## src/rtl/cpu_defines.svh

```systemverilog
`ifndef CPU_DEFINES_SVH
`define CPU_DEFINES_SVH

// Data path and address width
`define CPU_XLEN 32

// Register file geometry
`define CPU_REG_AW 5
`define CPU_NUM_REGS 32

// First fetch address after reset
`define CPU_RESET_PC 32'h0000_0000

// Sequential fetch increment
`define CPU_PC_STEP 32'd4

`endif

```

## src/rtl/cpu_pkg.sv

```systemverilog
`include "cpu_defines.svh"

package cpu_pkg;

    typedef logic [`CPU_XLEN-1:0] word_t;
    typedef logic [`CPU_REG_AW-1:0] reg_addr_t;

    // Major opcodes of the supported subset
    typedef enum logic [6:0] {
        OP_REG    = 7'b0110011,
        OP_IMM    = 7'b0010011,
        OP_LUI    = 7'b0110111,
        OP_JAL    = 7'b1101111,
        OP_BRANCH = 7'b1100011,
        OP_LOAD   = 7'b0000011,
        OP_STORE  = 7'b0100011
    } opcode_e;

    typedef enum logic [3:0] {
        ALU_ADD,
        ALU_SUB,
        ALU_AND,
        ALU_OR,
        ALU_XOR,
        ALU_SLT,
        ALU_SLTU,
        ALU_SLL,
        ALU_SRL,
        ALU_SRA
    } alu_op_e;

    typedef enum logic [2:0] {
        BR_NONE,
        BR_EQ,
        BR_NE,
        BR_LT,
        BR_GE,
        BR_LTU,
        BR_GEU
    } branch_e;

    typedef enum logic [2:0] {
        ST_IF,
        ST_IW,
        ST_ID,
        ST_EXE,
        ST_WB,
        ST_ST,
        ST_LD,
        ST_RDW
    } state_e;

    typedef struct packed {
        reg_addr_t rs1;
        reg_addr_t rs2;
        reg_addr_t rd;
        word_t     imm;
        alu_op_e   alu_op;
        logic      use_imm;
        branch_e   branch;
        logic      is_jal;
        logic      is_lui;
        logic      is_load;
        logic      is_store;
        logic      reg_write;
    } ctrl_t;

    typedef struct packed {
        word_t                  addr;
        word_t                  wdata;
        logic [`CPU_XLEN/8-1:0] wstrb;
        logic                   write;
        logic                   read;
    } mem_req_t;

    typedef struct packed {
        logic      valid;
        logic      wen;
        reg_addr_t waddr;
        word_t     wdata;
        word_t     pc;
    } retire_t;

    // Outcome of a - b, used by the branch compare
    typedef struct packed {
        logic zero;
        logic neg_signed;
        logic lt_unsigned;
    } alu_flags_t;

endpackage

```

## src/rtl/cpu_decoder.sv

```systemverilog
module cpu_decoder (
    input  cpu_pkg::word_t instruction,
    output cpu_pkg::ctrl_t ctrl
);

    logic [2:0]       funct3;
    logic             is_reg_op;
    cpu_pkg::word_t   imm_i;
    cpu_pkg::word_t   imm_s;
    cpu_pkg::word_t   imm_b;
    cpu_pkg::word_t   imm_j;
    cpu_pkg::word_t   imm_u;
    cpu_pkg::alu_op_e arith_op;
    cpu_pkg::branch_e branch_kind;

    assign funct3    = instruction[14:12];
    assign is_reg_op = (instruction[6:0] == cpu_pkg::OP_REG);

    assign imm_i = {{20{instruction[31]}}, instruction[31:20]};
    assign imm_s = {{20{instruction[31]}}, instruction[31:25], instruction[11:7]};
    assign imm_b = {{19{instruction[31]}}, instruction[31], instruction[7],
                    instruction[30:25], instruction[11:8], 1'b0};
    assign imm_j = {{11{instruction[31]}}, instruction[31], instruction[19:12],
                    instruction[20], instruction[30:21], 1'b0};
    assign imm_u = {instruction[31:12], 12'b0};

    // Bit 30 picks SUB and SRA; only R-type uses it for SUB
    always_comb begin
        case (funct3)
            3'b000:  arith_op = (is_reg_op && instruction[30]) ? cpu_pkg::ALU_SUB
                                                                : cpu_pkg::ALU_ADD;
            3'b001:  arith_op = cpu_pkg::ALU_SLL;
            3'b010:  arith_op = cpu_pkg::ALU_SLT;
            3'b011:  arith_op = cpu_pkg::ALU_SLTU;
            3'b100:  arith_op = cpu_pkg::ALU_XOR;
            3'b101:  arith_op = instruction[30] ? cpu_pkg::ALU_SRA : cpu_pkg::ALU_SRL;
            3'b110:  arith_op = cpu_pkg::ALU_OR;
            default: arith_op = cpu_pkg::ALU_AND;
        endcase
    end

    always_comb begin
        case (funct3)
            3'b000:  branch_kind = cpu_pkg::BR_EQ;
            3'b001:  branch_kind = cpu_pkg::BR_NE;
            3'b100:  branch_kind = cpu_pkg::BR_LT;
            3'b101:  branch_kind = cpu_pkg::BR_GE;
            3'b110:  branch_kind = cpu_pkg::BR_LTU;
            3'b111:  branch_kind = cpu_pkg::BR_GEU;
            default: branch_kind = cpu_pkg::BR_NONE;
        endcase
    end

    always_comb begin
        ctrl        = '0;
        ctrl.rs1    = instruction[19:15];
        ctrl.rs2    = instruction[24:20];
        ctrl.rd     = instruction[11:7];
        ctrl.imm    = imm_i;
        ctrl.alu_op = cpu_pkg::ALU_ADD;
        ctrl.branch = cpu_pkg::BR_NONE;
        case (instruction[6:0])
            cpu_pkg::OP_REG: begin
                ctrl.alu_op    = arith_op;
                ctrl.reg_write = 1'b1;
            end
            cpu_pkg::OP_IMM: begin
                ctrl.alu_op    = arith_op;
                ctrl.use_imm   = 1'b1;
                ctrl.reg_write = 1'b1;
            end
            cpu_pkg::OP_LUI: begin
                ctrl.imm       = imm_u;
                ctrl.is_lui    = 1'b1;
                ctrl.reg_write = 1'b1;
            end
            cpu_pkg::OP_JAL: begin
                ctrl.imm       = imm_j;
                ctrl.is_jal    = 1'b1;
                ctrl.reg_write = 1'b1;
            end
            cpu_pkg::OP_BRANCH: begin
                ctrl.imm    = imm_b;
                ctrl.alu_op = cpu_pkg::ALU_SUB;
                ctrl.branch = branch_kind;
            end
            // Only word accesses are supported
            cpu_pkg::OP_LOAD: begin
                if (funct3 == 3'b010) begin
                    ctrl.use_imm   = 1'b1;
                    ctrl.is_load   = 1'b1;
                    ctrl.reg_write = 1'b1;
                end
            end
            cpu_pkg::OP_STORE: begin
                if (funct3 == 3'b010) begin
                    ctrl.imm      = imm_s;
                    ctrl.use_imm  = 1'b1;
                    ctrl.is_store = 1'b1;
                end
            end
            default: ;
        endcase
    end

endmodule

```

## src/rtl/cpu_alu.sv

```systemverilog
`include "cpu_defines.svh"

module cpu_alu (
    input  cpu_pkg::word_t      a,
    input  cpu_pkg::word_t      b,
    input  cpu_pkg::alu_op_e    op,
    output cpu_pkg::word_t      result,
    output cpu_pkg::alu_flags_t flags
);

    logic [`CPU_XLEN:0] diff;
    logic               overflow;
    logic [4:0]         shamt;

    // Extra top bit holds the borrow
    assign diff     = {1'b0, a} - {1'b0, b};
    assign overflow = (a[`CPU_XLEN-1] ^ b[`CPU_XLEN-1]) & (a[`CPU_XLEN-1] ^ diff[`CPU_XLEN-1]);
    assign shamt    = b[4:0];

    assign flags.zero        = (diff[`CPU_XLEN-1:0] == '0);
    assign flags.neg_signed  = diff[`CPU_XLEN-1] ^ overflow;
    assign flags.lt_unsigned = diff[`CPU_XLEN];

    always_comb begin
        case (op)
            cpu_pkg::ALU_ADD:  result = a + b;
            cpu_pkg::ALU_SUB:  result = diff[`CPU_XLEN-1:0];
            cpu_pkg::ALU_AND:  result = a & b;
            cpu_pkg::ALU_OR:   result = a | b;
            cpu_pkg::ALU_XOR:  result = a ^ b;
            cpu_pkg::ALU_SLT:  result = {{(`CPU_XLEN-1){1'b0}}, flags.neg_signed};
            cpu_pkg::ALU_SLTU: result = {{(`CPU_XLEN-1){1'b0}}, flags.lt_unsigned};
            cpu_pkg::ALU_SLL:  result = a << shamt;
            cpu_pkg::ALU_SRL:  result = a >> shamt;
            cpu_pkg::ALU_SRA:  result = $signed(a) >>> shamt;
            default:           result = '0;
        endcase
    end

endmodule

```

## src/rtl/cpu_regfile.sv

```systemverilog
`include "cpu_defines.svh"

module cpu_regfile (
    input  logic               clk,
    input  cpu_pkg::reg_addr_t raddr1,
    input  cpu_pkg::reg_addr_t raddr2,
    output cpu_pkg::word_t     rdata1,
    output cpu_pkg::word_t     rdata2,
    input  logic               wen,
    input  cpu_pkg::reg_addr_t waddr,
    input  cpu_pkg::word_t     wdata
);

    cpu_pkg::word_t regs [`CPU_NUM_REGS];

    always_ff @(posedge clk) begin
        if (wen && waddr != '0) begin
            regs[waddr] <= wdata;
        end
    end

    // x0 reads as zero
    assign rdata1 = (raddr1 == '0) ? '0 : regs[raddr1];
    assign rdata2 = (raddr2 == '0) ? '0 : regs[raddr2];

    a_x0_stays_zero: assert property (@(posedge clk)
        (wen && waddr == '0) |=> (raddr1 != '0 || rdata1 == '0) &&
                                 (raddr2 != '0 || rdata2 == '0));

endmodule

```

## src/rtl/cpu_control.sv

```systemverilog
`include "cpu_defines.svh"

module cpu_control (
    input  logic                clk,
    input  logic                rst,
    input  logic                inst_req_ready,
    input  logic                inst_valid,
    input  cpu_pkg::word_t      instruction,
    output cpu_pkg::word_t      pc,
    output logic                inst_req_valid,
    output logic                inst_ready,
    output cpu_pkg::word_t      inst_word,
    input  cpu_pkg::ctrl_t      ctrl,
    input  cpu_pkg::word_t      rdata1,
    input  cpu_pkg::word_t      rdata2,
    output cpu_pkg::word_t      alu_a,
    output cpu_pkg::word_t      alu_b,
    output cpu_pkg::alu_op_e    alu_op,
    input  cpu_pkg::word_t      alu_result,
    input  cpu_pkg::alu_flags_t alu_flags,
    output logic                rf_wen,
    output cpu_pkg::reg_addr_t  rf_waddr,
    output cpu_pkg::word_t      rf_wdata,
    output cpu_pkg::mem_req_t   mem_req,
    input  logic                mem_req_ready,
    input  cpu_pkg::word_t      read_data,
    input  logic                read_data_valid,
    output logic                read_data_ready,
    output cpu_pkg::retire_t    retire
);

    cpu_pkg::state_e state_q;
    cpu_pkg::state_e state_d;
    cpu_pkg::word_t  pc_q;
    logic            req_valid_q;
    cpu_pkg::word_t  inst_q;
    cpu_pkg::word_t  inst_pc_q;
    cpu_pkg::ctrl_t  ctrl_q;
    cpu_pkg::word_t  op1_q;
    cpu_pkg::word_t  op2_q;
    cpu_pkg::word_t  res_q;
    cpu_pkg::word_t  load_q;
    logic            taken;
    logic            redirect;

    always_comb begin
        case (ctrl_q.branch)
            cpu_pkg::BR_EQ:  taken = alu_flags.zero;
            cpu_pkg::BR_NE:  taken = !alu_flags.zero;
            cpu_pkg::BR_LT:  taken = alu_flags.neg_signed;
            cpu_pkg::BR_GE:  taken = !alu_flags.neg_signed;
            cpu_pkg::BR_LTU: taken = alu_flags.lt_unsigned;
            cpu_pkg::BR_GEU: taken = !alu_flags.lt_unsigned;
            default:         taken = 1'b0;
        endcase
    end

    assign redirect = taken || ctrl_q.is_jal;

    always_comb begin
        state_d = state_q;
        case (state_q)
            cpu_pkg::ST_IF:  if (inst_req_valid && inst_req_ready) state_d = cpu_pkg::ST_IW;
            cpu_pkg::ST_IW:  if (inst_valid) state_d = cpu_pkg::ST_ID;
            cpu_pkg::ST_ID:  state_d = cpu_pkg::ST_EXE;
            cpu_pkg::ST_EXE: begin
                if (ctrl_q.is_store) begin
                    state_d = cpu_pkg::ST_ST;
                end else if (ctrl_q.is_load) begin
                    state_d = cpu_pkg::ST_LD;
                end else if (ctrl_q.reg_write) begin
                    state_d = cpu_pkg::ST_WB;
                end else begin
                    state_d = cpu_pkg::ST_IF;
                end
            end
            cpu_pkg::ST_ST:  if (mem_req_ready) state_d = cpu_pkg::ST_IF;
            cpu_pkg::ST_LD:  if (mem_req_ready) state_d = cpu_pkg::ST_RDW;
            cpu_pkg::ST_RDW: if (read_data_valid) state_d = cpu_pkg::ST_WB;
            default:         state_d = cpu_pkg::ST_IF;
        endcase
    end

    always_ff @(posedge clk) begin
        if (rst) begin
            state_q     <= cpu_pkg::ST_IF;
            pc_q        <= `CPU_RESET_PC;
            req_valid_q <= 1'b0;
        end else begin
            state_q     <= state_d;
            req_valid_q <= (state_d == cpu_pkg::ST_IF);
            if (inst_req_valid && inst_req_ready) begin
                pc_q <= pc_q + `CPU_PC_STEP;
            end else if (state_q == cpu_pkg::ST_EXE && redirect) begin
                // Target is relative to the fetched PC
                pc_q <= inst_pc_q + ctrl_q.imm;
            end
        end
    end

    always_ff @(posedge clk) begin
        if (state_q == cpu_pkg::ST_IW && inst_valid) begin
            inst_q    <= instruction;
            inst_pc_q <= pc_q - `CPU_PC_STEP;
        end
        if (state_q == cpu_pkg::ST_ID) begin
            ctrl_q <= ctrl;
            op1_q  <= rdata1;
            op2_q  <= rdata2;
        end
        if (state_q == cpu_pkg::ST_EXE) begin
            res_q <= alu_result;
        end
        if (state_q == cpu_pkg::ST_RDW && read_data_valid) begin
            load_q <= read_data;
        end
    end

    assign pc              = pc_q;
    assign inst_req_valid  = req_valid_q;
    assign inst_ready      = (state_q == cpu_pkg::ST_IW);
    assign inst_word       = inst_q;
    assign read_data_ready = (state_q == cpu_pkg::ST_RDW);

    assign alu_a  = op1_q;
    assign alu_b  = ctrl_q.use_imm ? ctrl_q.imm : op2_q;
    assign alu_op = ctrl_q.alu_op;

    // Address was computed by the ALU in EXE
    assign mem_req.addr  = {res_q[`CPU_XLEN-1:2], 2'b00};
    assign mem_req.wdata = op2_q;
    assign mem_req.wstrb = '1;
    assign mem_req.write = (state_q == cpu_pkg::ST_ST);
    assign mem_req.read  = (state_q == cpu_pkg::ST_LD);

    always_comb begin
        if (ctrl_q.is_lui) begin
            rf_wdata = ctrl_q.imm;
        end else if (ctrl_q.is_jal) begin
            rf_wdata = inst_pc_q + `CPU_PC_STEP;
        end else if (ctrl_q.is_load) begin
            rf_wdata = load_q;
        end else begin
            rf_wdata = res_q;
        end
    end

    assign rf_wen   = (state_q == cpu_pkg::ST_WB) && ctrl_q.reg_write;
    assign rf_waddr = ctrl_q.rd;

    assign retire.valid = (state_q == cpu_pkg::ST_WB) ||
                          (state_q == cpu_pkg::ST_EXE && state_d == cpu_pkg::ST_IF) ||
                          (state_q == cpu_pkg::ST_ST && mem_req_ready);
    assign retire.wen   = rf_wen;
    assign retire.waddr = rf_waddr;
    assign retire.wdata = rf_wdata;
    assign retire.pc    = inst_pc_q;

    a_mem_rw_exclusive: assert property (@(posedge clk) disable iff (rst)
        !(mem_req.read && mem_req.write));

    a_fetch_req_held: assert property (@(posedge clk) disable iff (rst)
        (inst_req_valid && !inst_req_ready) |=> inst_req_valid && $stable(pc));

endmodule

```

## src/rtl/cpu_core.sv

```systemverilog
module cpu_core (
    input  logic              clk,
    input  logic              rst,
    output cpu_pkg::word_t    pc,
    output logic              inst_req_valid,
    input  logic              inst_req_ready,
    input  cpu_pkg::word_t    instruction,
    input  logic              inst_valid,
    output logic              inst_ready,
    output cpu_pkg::mem_req_t mem_req,
    input  logic              mem_req_ready,
    input  cpu_pkg::word_t    read_data,
    input  logic              read_data_valid,
    output logic              read_data_ready,
    output cpu_pkg::retire_t  retire
);

    cpu_pkg::word_t      inst_word;
    cpu_pkg::ctrl_t      ctrl;
    cpu_pkg::word_t      rdata1;
    cpu_pkg::word_t      rdata2;
    cpu_pkg::word_t      alu_a;
    cpu_pkg::word_t      alu_b;
    cpu_pkg::alu_op_e    alu_op;
    cpu_pkg::word_t      alu_result;
    cpu_pkg::alu_flags_t alu_flags;
    logic                rf_wen;
    cpu_pkg::reg_addr_t  rf_waddr;
    cpu_pkg::word_t      rf_wdata;

    cpu_control u_control (
        .clk             (clk),
        .rst             (rst),
        .inst_req_ready  (inst_req_ready),
        .inst_valid      (inst_valid),
        .instruction     (instruction),
        .pc              (pc),
        .inst_req_valid  (inst_req_valid),
        .inst_ready      (inst_ready),
        .inst_word       (inst_word),
        .ctrl            (ctrl),
        .rdata1          (rdata1),
        .rdata2          (rdata2),
        .alu_a           (alu_a),
        .alu_b           (alu_b),
        .alu_op          (alu_op),
        .alu_result      (alu_result),
        .alu_flags       (alu_flags),
        .rf_wen          (rf_wen),
        .rf_waddr        (rf_waddr),
        .rf_wdata        (rf_wdata),
        .mem_req         (mem_req),
        .mem_req_ready   (mem_req_ready),
        .read_data       (read_data),
        .read_data_valid (read_data_valid),
        .read_data_ready (read_data_ready),
        .retire          (retire)
    );

    cpu_decoder u_decoder (
        .instruction (inst_word),
        .ctrl        (ctrl)
    );

    // Read addresses come straight from the decoded fields
    cpu_regfile u_regfile (
        .clk    (clk),
        .raddr1 (ctrl.rs1),
        .raddr2 (ctrl.rs2),
        .rdata1 (rdata1),
        .rdata2 (rdata2),
        .wen    (rf_wen),
        .waddr  (rf_waddr),
        .wdata  (rf_wdata)
    );

    cpu_alu u_alu (
        .a      (alu_a),
        .b      (alu_b),
        .op     (alu_op),
        .result (alu_result),
        .flags  (alu_flags)
    );

endmodule

```

## config.mk

```make
export PLATFORM = sky130hd
export DESIGN_NAME = cpu_core
export DESIGN_NICKNAME = d
export VERILOG_FILES = /design/src/rtl/cpu_pkg.sv /design/src/rtl/cpu_decoder.sv /design/src/rtl/cpu_alu.sv /design/src/rtl/cpu_regfile.sv /design/src/rtl/cpu_control.sv /design/src/rtl/cpu_core.sv
export VERILOG_INCLUDE_DIRS = /design/src /design/src/rtl
export SDC_FILE = /design/constraint.sdc
export NUM_CORES = 2
export LEC_CHECK = 0
export BUFFER_PORTS_ARGS = -buffer_cell sky130_fd_sc_hd__buf_4
export CORE_MARGIN = 1
export CORE_UTILIZATION = 25
export DETAILED_ROUTE_END_ITERATION = 12
export HOLD_SLACK_MARGIN = 0.03
export MAX_ROUTING_LAYER = met4
export PLACE_DENSITY_LB_ADDON = 0.25
export SLEW_MARGIN = 10
export SYNTH_ARGS = -nofsm -noshare
export SYNTH_HDL_FRONTEND = slang
export SYNTH_SLANG_ARGS = --single-unit
```

## constraint.sdc

```tcl
create_clock -name clk -period 13.4 [get_ports clk]
set_clock_uncertainty 0.1 [all_clocks]
set_input_delay 2.68 -clock clk [delete_from_list [all_inputs] [get_ports clk]]
set_output_delay 2.68 -clock clk [all_outputs]
set_load 0.1 [all_outputs]
```

[After elaboration in Yosys (flattened, before gate mapping)]
Memories as Yosys holds them, arrays and structs flattened. A register that Yosys moved wholly into a read port is not among the register bits.
Cells that the tools add are included.
Storage, ports and cells
  register bits: 214
  memory bits (writable): 1024
  bits of input ports: 70
  output and inout port bits: 176
  word-level logic and storage cells: 128
  memories: 1
Operators by class
  add/sub/neg operators: 6
  eq/ne operators: 36
  shift operators: 3
  mux-type cells: 31
  bitwise operators: 7
  reductions and logical operators: 27
Memory list
  u_regfile.regs: depth 32, width 32, read ports 2, clocked after Yosys merged registers in 2, wr ports 1, line cpu_regfile.sv:14  | cpu_pkg::word_t regs [`CPU_NUM_REGS];
Operators with widths (count)
  one-hot mux 32 bit (10 select lines): 1
  2-to-1 mux 32 bit: 6
  one-hot mux 31 bit (4 select lines): 1
  adder 32 x 3 -> 32 bit, second input constant: 2
  adder 32 bit: 2
  equality test 3 bit, second input constant: 11
  subtractor 32 x 32 -> 33 bit: 1
  AND 32 bit: 1
  zero test 32 bit: 1
  OR 32 bit: 1
  << shifter 32 x 5 -> 32 bit: 1
  >> shifter 32 x 5 -> 32 bit: 1
  >>> shifter 32 x 5 -> 32 bit: 1
  subtractor 32 x 3 -> 32 bit, second input constant: 1
  bitwise XOR 32 bit: 1
  one-hot mux 4 bit (7 select lines): 1
  2-to-1 mux 3 bit: 8
  equality test 7 x 6 -> 1 bit, second input constant: 3
  one-hot mux 3 bit (7 select lines): 1
  equality test 3 x 2 -> 1 bit, second input constant: 6
  one-hot mux 3 bit (6 select lines): 1
  equality test 4 x 3 -> 1 bit, second input constant: 4
  equality test 7 bit, second input constant: 2
  zero test 5 bit: 2
  other kinds (22): 50

[Depth between registers and ports, before layout]
  depth after elaboration: 11
  depth in mapped cells: 32
  depth with buffers taken out: 26

[Hierarchy]
Synthesis repeated with hierarchy kept, for this count alone.
Second synthesis, totals
  cells, all modules: 5281
  area total of the unflattened synthesis: 71529.9 µm²
Modules (own cells, without submodules)
  cpu_regfile: times used 1, cells an instance 2564, area each 47929.7 µm², sequential area each 30749.5 µm²
  cpu_control: times used 1, cells an instance 1227, area each 13995.9 µm², sequential area each 7987.7 µm²
  cpu_alu: times used 1, cells an instance 1357, area each 8669.6 µm², sequential area each 0.0 µm²
  cpu_decoder: times used 1, cells an instance 133, area each 934.6 µm², sequential area each 0.0 µm²

[Least setup slack after synthesis]
Ideal clock, no wire load.
  kind: register to register
  start: register u_control.state_q[1]
  end: register u_control.op1_q[0] (netlist: u_control.alu_a[0]) (read register of u_regfile.regs) (enable)
  setup time: 0.750 ns
  arrival time: 9.054 ns
  required time: 12.550 ns
  setup slack: 3.496 ns
  cell stages (with the launch flop): 4
  path buffers: 2
  clock period less this slack: 9.904 ns
  cell sequence: dfxtp_1 clkbuf_1 clkbuf_1 nor3b_1
Between the ends
  longest elaborated chain between the ends: 1
Ends and longest elaborated chain
  start: declaration: line cpu_control.sv:32  | cpu_pkg::state_e state_q;
  start signal: assignment: line cpu_control.sv:86  | state_q <= cpu_pkg::ST_IF;
  start signal: assignment: line cpu_control.sv:90  | state_q <= state_d;
  equality test 3 x 2 -> 1 bit: line cpu_control.sv:106  | if (state_q == cpu_pkg::ST_ID) begin
  end: declaration: line cpu_control.sv:39  | cpu_pkg::word_t op1_q;
No other way between the ends.
A chain may end at the register's enable or synchronous reset.

[Worst setup path in the final report]
  start: register u_control.ctrl_q[8] (netlist name)
  end: register u_control.pc_q[8] (netlist: u_control.pc[8])
Between the ends
  longest elaborated chain between the ends: 10
  elaborated cells on any way between the ends: 14
  classes of those cells: add/sub: 1; mux: 2; bitwise: 4; reduce/logical: 7
Ends and longest elaborated chain
  start: declaration: line cpu_control.sv:38  | cpu_pkg::ctrl_t ctrl_q;
  start signal: assignment: line cpu_control.sv:107  | ctrl_q <= ctrl;
  2-to-1 mux 32 bit (*): line cpu_control.sv:126  | assign alu_b = ctrl_q.use_imm ? ctrl_q.imm : op2_q;
  subtractor 32 x 32 -> 33 bit: line cpu_alu.sv:16  | assign diff = {1'b0, a} - {1'b0, b};
  bitwise XOR 1 bit: line cpu_alu.sv:17  | assign overflow = (a[`CPU_XLEN-1] ^ b[`CPU_XLEN-1]) & (a[`CPU_XLEN-1] ^ diff[`CPU_XLEN-1]);
  AND 1 bit: line cpu_alu.sv:17
  bitwise XOR 1 bit: line cpu_alu.sv:21  | assign flags.neg_signed = diff[`CPU_XLEN-1] ^ overflow;
  zero test 1 bit: line cpu_control.sv:51  | cpu_pkg::BR_GE: taken = !alu_flags.neg_signed;
  one-hot mux 1 bit (6 select lines) (*): line cpu_control.sv:47  | case (ctrl_q.branch)
  logical OR 1 bit (*): line cpu_control.sv:58  | assign redirect = taken || ctrl_q.is_jal;
  logical AND 1 bit (*): line cpu_control.sv:94  | end else if (state_q == cpu_pkg::ST_EXE && redirect) begin
  nonzero test 2 bit (no line) (*)
  end signal: assignment: line cpu_control.sv:87  | pc_q <= `CPU_RESET_PC;
  end signal: assignment: line cpu_control.sv:93  | pc_q <= pc_q + `CPU_PC_STEP;
  end signal: assignment: line cpu_control.sv:96  | pc_q <= inst_pc_q + ctrl_q.imm;
  end: declaration: line cpu_control.sv:34  | cpu_pkg::word_t pc_q;
Every way passes the cells marked *; elsewhere a longest branch is shown, timed or not.

==> reports/metrics.yaml <==
critical_path:
  r2r_cells: 28
  slowest_delay_ns: 0.58
  crit_type: "flip-flop to flip-flop"
  path_max_fanout: 64
  path_buf_inv: 3
  cp.arrival_ns: 10.12
  endpoint_kind: "flip-flop"
  crit_family: "simple AND/OR/NAND/NOR gates"
  r2r_setup_slack_ns: 3.88
  r2r_end: "u_control.pc[8]"
  cpMaxStageDelayCell: "buf_4"
  worstPathRequired_ns: 14.00
  reg2reg_from: "u_control.ctrl_q[8]"
  startpoint_type: "flip-flop"
sta:
  slew_violations: 0
  finalSetupTns_ns: 0
  tightest_slew_ns: 1.25
  fin_ws_ns: 3.88
  setup_viol: 0
  fmax_ghz: 0.105
  relSlewSlack_pct: 14.6
  min_period_ns: 9.52
  rsz0062_at_grt: "no"
  final.period_utilization_pct: 71.0
  hold_violations: 0
global_routing:
  grt_max_degree: 115
  gr-usage-met3_pct: 3.62
  grt_pass1_vias: 45836
  grt_util_met2_pct: 32.9
  grt_usage_pct: 21.1
  grt_overflow: 0
  busiest_layer: "met2"
  antenna_found_initial: 14
  grt_pass1_wl_um: 397000
  grtUsageMet1_pct: 27.5
synth:
  seq_area_frac_synth_pct: 55.5
  synth_top_cell_area_share_pct: 54.5
  netlist_instances: 4671
  synthTopCellsByArea: "edfxtp_1 54%, mux4_2 21%, mux2i_1 3.2%, ha_1 2.3%, nor2_1 2.0%"
  syn_area_um2: 69800
  syn_area_per_cell_um2: 14.9
  synth_top_area_cell: "edfxtp_1"
  yosys_warnings: 0
  synth_edf_count: 1266
  async_flop_share_pct: 0
  synth-main-ff-cell: "edfxtp_1"
  synth_cell_type_count: 91
  ys_ff_latch: 1302
floorplanning:
  initial_core_util_pct: 25.2
  core_um2: 277000
  dieArea_um2: 281000
  die_h_um: 530
  rows: 193
  die_x_um: 530
  pin_count: 246
clock_network:
  h-tree-depth: 4
  cts_made_buffers: 159
  clkTransAtPathRegs_ns: 0.06
  cts_setup_buffers: 0
  cts_tree: "yes"
  cts_root_buffer: "clkbuf_16"
  worstSkewPairLatency_ns: 0.86
  post_cts_resized: 0
  holdBufCountCts: 0
  clock_path_buffers: 4
  clkSinkCount: 1302
routing:
  drc: 0
  detail_route.vias_per_cell: 5.37
  drt-total-wl_um: 294000
  drt_iter0_drc: 5750
  vias: 46778
  postRouteAntennaNets: 0
  routedWlPerCell_um: 33.7
  drtPass1Iterations: 6
hold_path:
  hp-class: "flip-flop to flip-flop"
  hold_depth: 1
  worstHoldStart: "u_control.pc[2]"
  min_to: "u_control.inst_pc_q[2]"
run_status:
  status: "finished clean"
power_and_ir_drop:
  power.share.sequential_pct: 40.0
  power_density_nw_per_um2: 148
  p_int_mw: 8.11
  p_comb_share_pct: 24.6
  pwr-share-clk_pct: 35.4
  leakage_nw: 27.3
  power_mw: 12.1
  p_sw_share_pct: 33.0
  switchingPower_mw: 3.99
  vdd.ir_drop.worst_v: 0.000112
job:
  maxCapViolations: 0
placed_design:
  hpwl_um: 196000
  io_buffers: 239
  dp_cells: 8430
  gp_congestion: 0.972
  pre_cts_ws_ns: 4.07
final_layout:
  final_cell_mix: "1266 x edfxtp_1, 641 x mux4_2, 374 x buf_4"
  drive_gt1_share_pct: 27.3
  stdcell_count: 8713
  final_common_cell: "edfxtp_1"
  postLayoutCoreUtil_pct: 29.4
  nNetsFinal: 5091
  syn_to_final_growth_pct: 16.9
==> area by class of cell <==
cell class / count / area [um^2]
clock inverters: 83 / 838
diodes: 6 / 15.0
multi-input cells: 2925 / 29800
repair buffers: 381 / 2950
inverters: 117 / 439
clock buffers: 194 / 4170
well taps: 3705 / 4640
fillers: 27638 / 195000
flip-flops and latches: 1302 / 38700
==> cells by family after synthesis <==
| logic type | after synthesis | share of synthesized area (%) |
|---|---|---|
| DFF | 1302 | 55.5 |
| and+or+nand+nor | 978 | 6.48 |
| muxes | 873 | 24.0 |
| AOI/OAI and AO/OA | 782 | 7.12 |
| buffers and inverters | 480 | 2.88 |
| adders and majority gates | 135 | 2.46 |
| xor gates and xnor gates | 119 | 1.49 |
| other | 2 | 0.0108 |
==> synthesized netlist by cell type, drive strengths merged, types with 8 or more instances <==
cell type	instances
edfxtp	1266
mux4	641
nor2	367
nand2	251
o21ai	236
clkbuf	233
mux2i	225
a21oi	213
ha	131
buf	130
inv	117
xnor2	68
nor3	63
nand3	58
a21o	56
xor2	51
dfxtp	36
a211oi	32
nand2b	29
o21bai	29
nor4	27
and3	25
nand4	25
nor2b	25
a221oi	24
o211ai	24
and2	21
a31oi	19
or3	19
o22ai	16
nand3b	15
nor3b	12
o221ai	12
or2	12
or4	12
o31ai	11
a211o	10
o311ai	10
a2111oi	8
a31o	8
o32ai	8
==> per-stage QoR <==
step	area [um^2]	hold WS (ns)
floorplan	69900	0.326
global placement	76500	0.506
detailed placement	76500	0.506
CTS	81500	0.511
global route	81500	0.514
finish	81500	0.516
==> worst max path at each step <==
stage                               startpoint            endpoint  slack, ns  cells after the start
final                      u_control.ctrl_q[8]     u_control.pc[8]       3.88                     28
after global routing       u_control.ctrl_q[8]     u_control.pc[8]       3.52                     28
after CTS                  u_control.ctrl_q[8]     u_control.pc[8]       4.00                     26
after detailed placement   u_control.ctrl_q[8]     u_control.pc[8]       4.07                     26
after global placement     u_control.ctrl_q[8]     u_control.pc[8]       4.45                     28
after floorplan           u_control.state_q[1]  u_control.alu_a[0]       3.50                      3
==> power by group through the flow <==
stage	sequential, mW	combinational [mW]	clock (mW)
final	4.84	2.97	4.29
after global routing	4.85	3.11	4.51
after CTS	4.84	2.95	4.39
after detailed placement	4.93	2.94	0
after global placement	4.93	2.96	0
after floorplan	5.08	1.67	0
==> registers in the layout, summed over array words and instances (netlist names) <==
| register | cells |
|---|---|
| u_control.state_q | 3 |
| u_control.res_q | 32 |
| u_control.load_q | 32 |
| u_regfile.regs | 1024 |
| u_control.alu_a | 32 |
| u_control.pc | 32 |
| u_control.rf_waddr | 5 |
| u_control.inst_word | 32 |
| u_control.inst_pc_q | 32 |
| u_control.ctrl_q | 41 |
| u_control.op2_q | 32 |
| u_control.inst_req_valid | 1 |
| u_control.alu_op | 4 |
==> metal layers <==
metal | part of all wire, % | vias to the layer above
met4 | 4.0 | 0
li1 | - | 19155
met2 | 47 | 2113
met1 | 42 | 25115
met3 | 7.1 | 395
met5 | 0 | -
No activity file was read; power rests on OpenSTA's default activity.
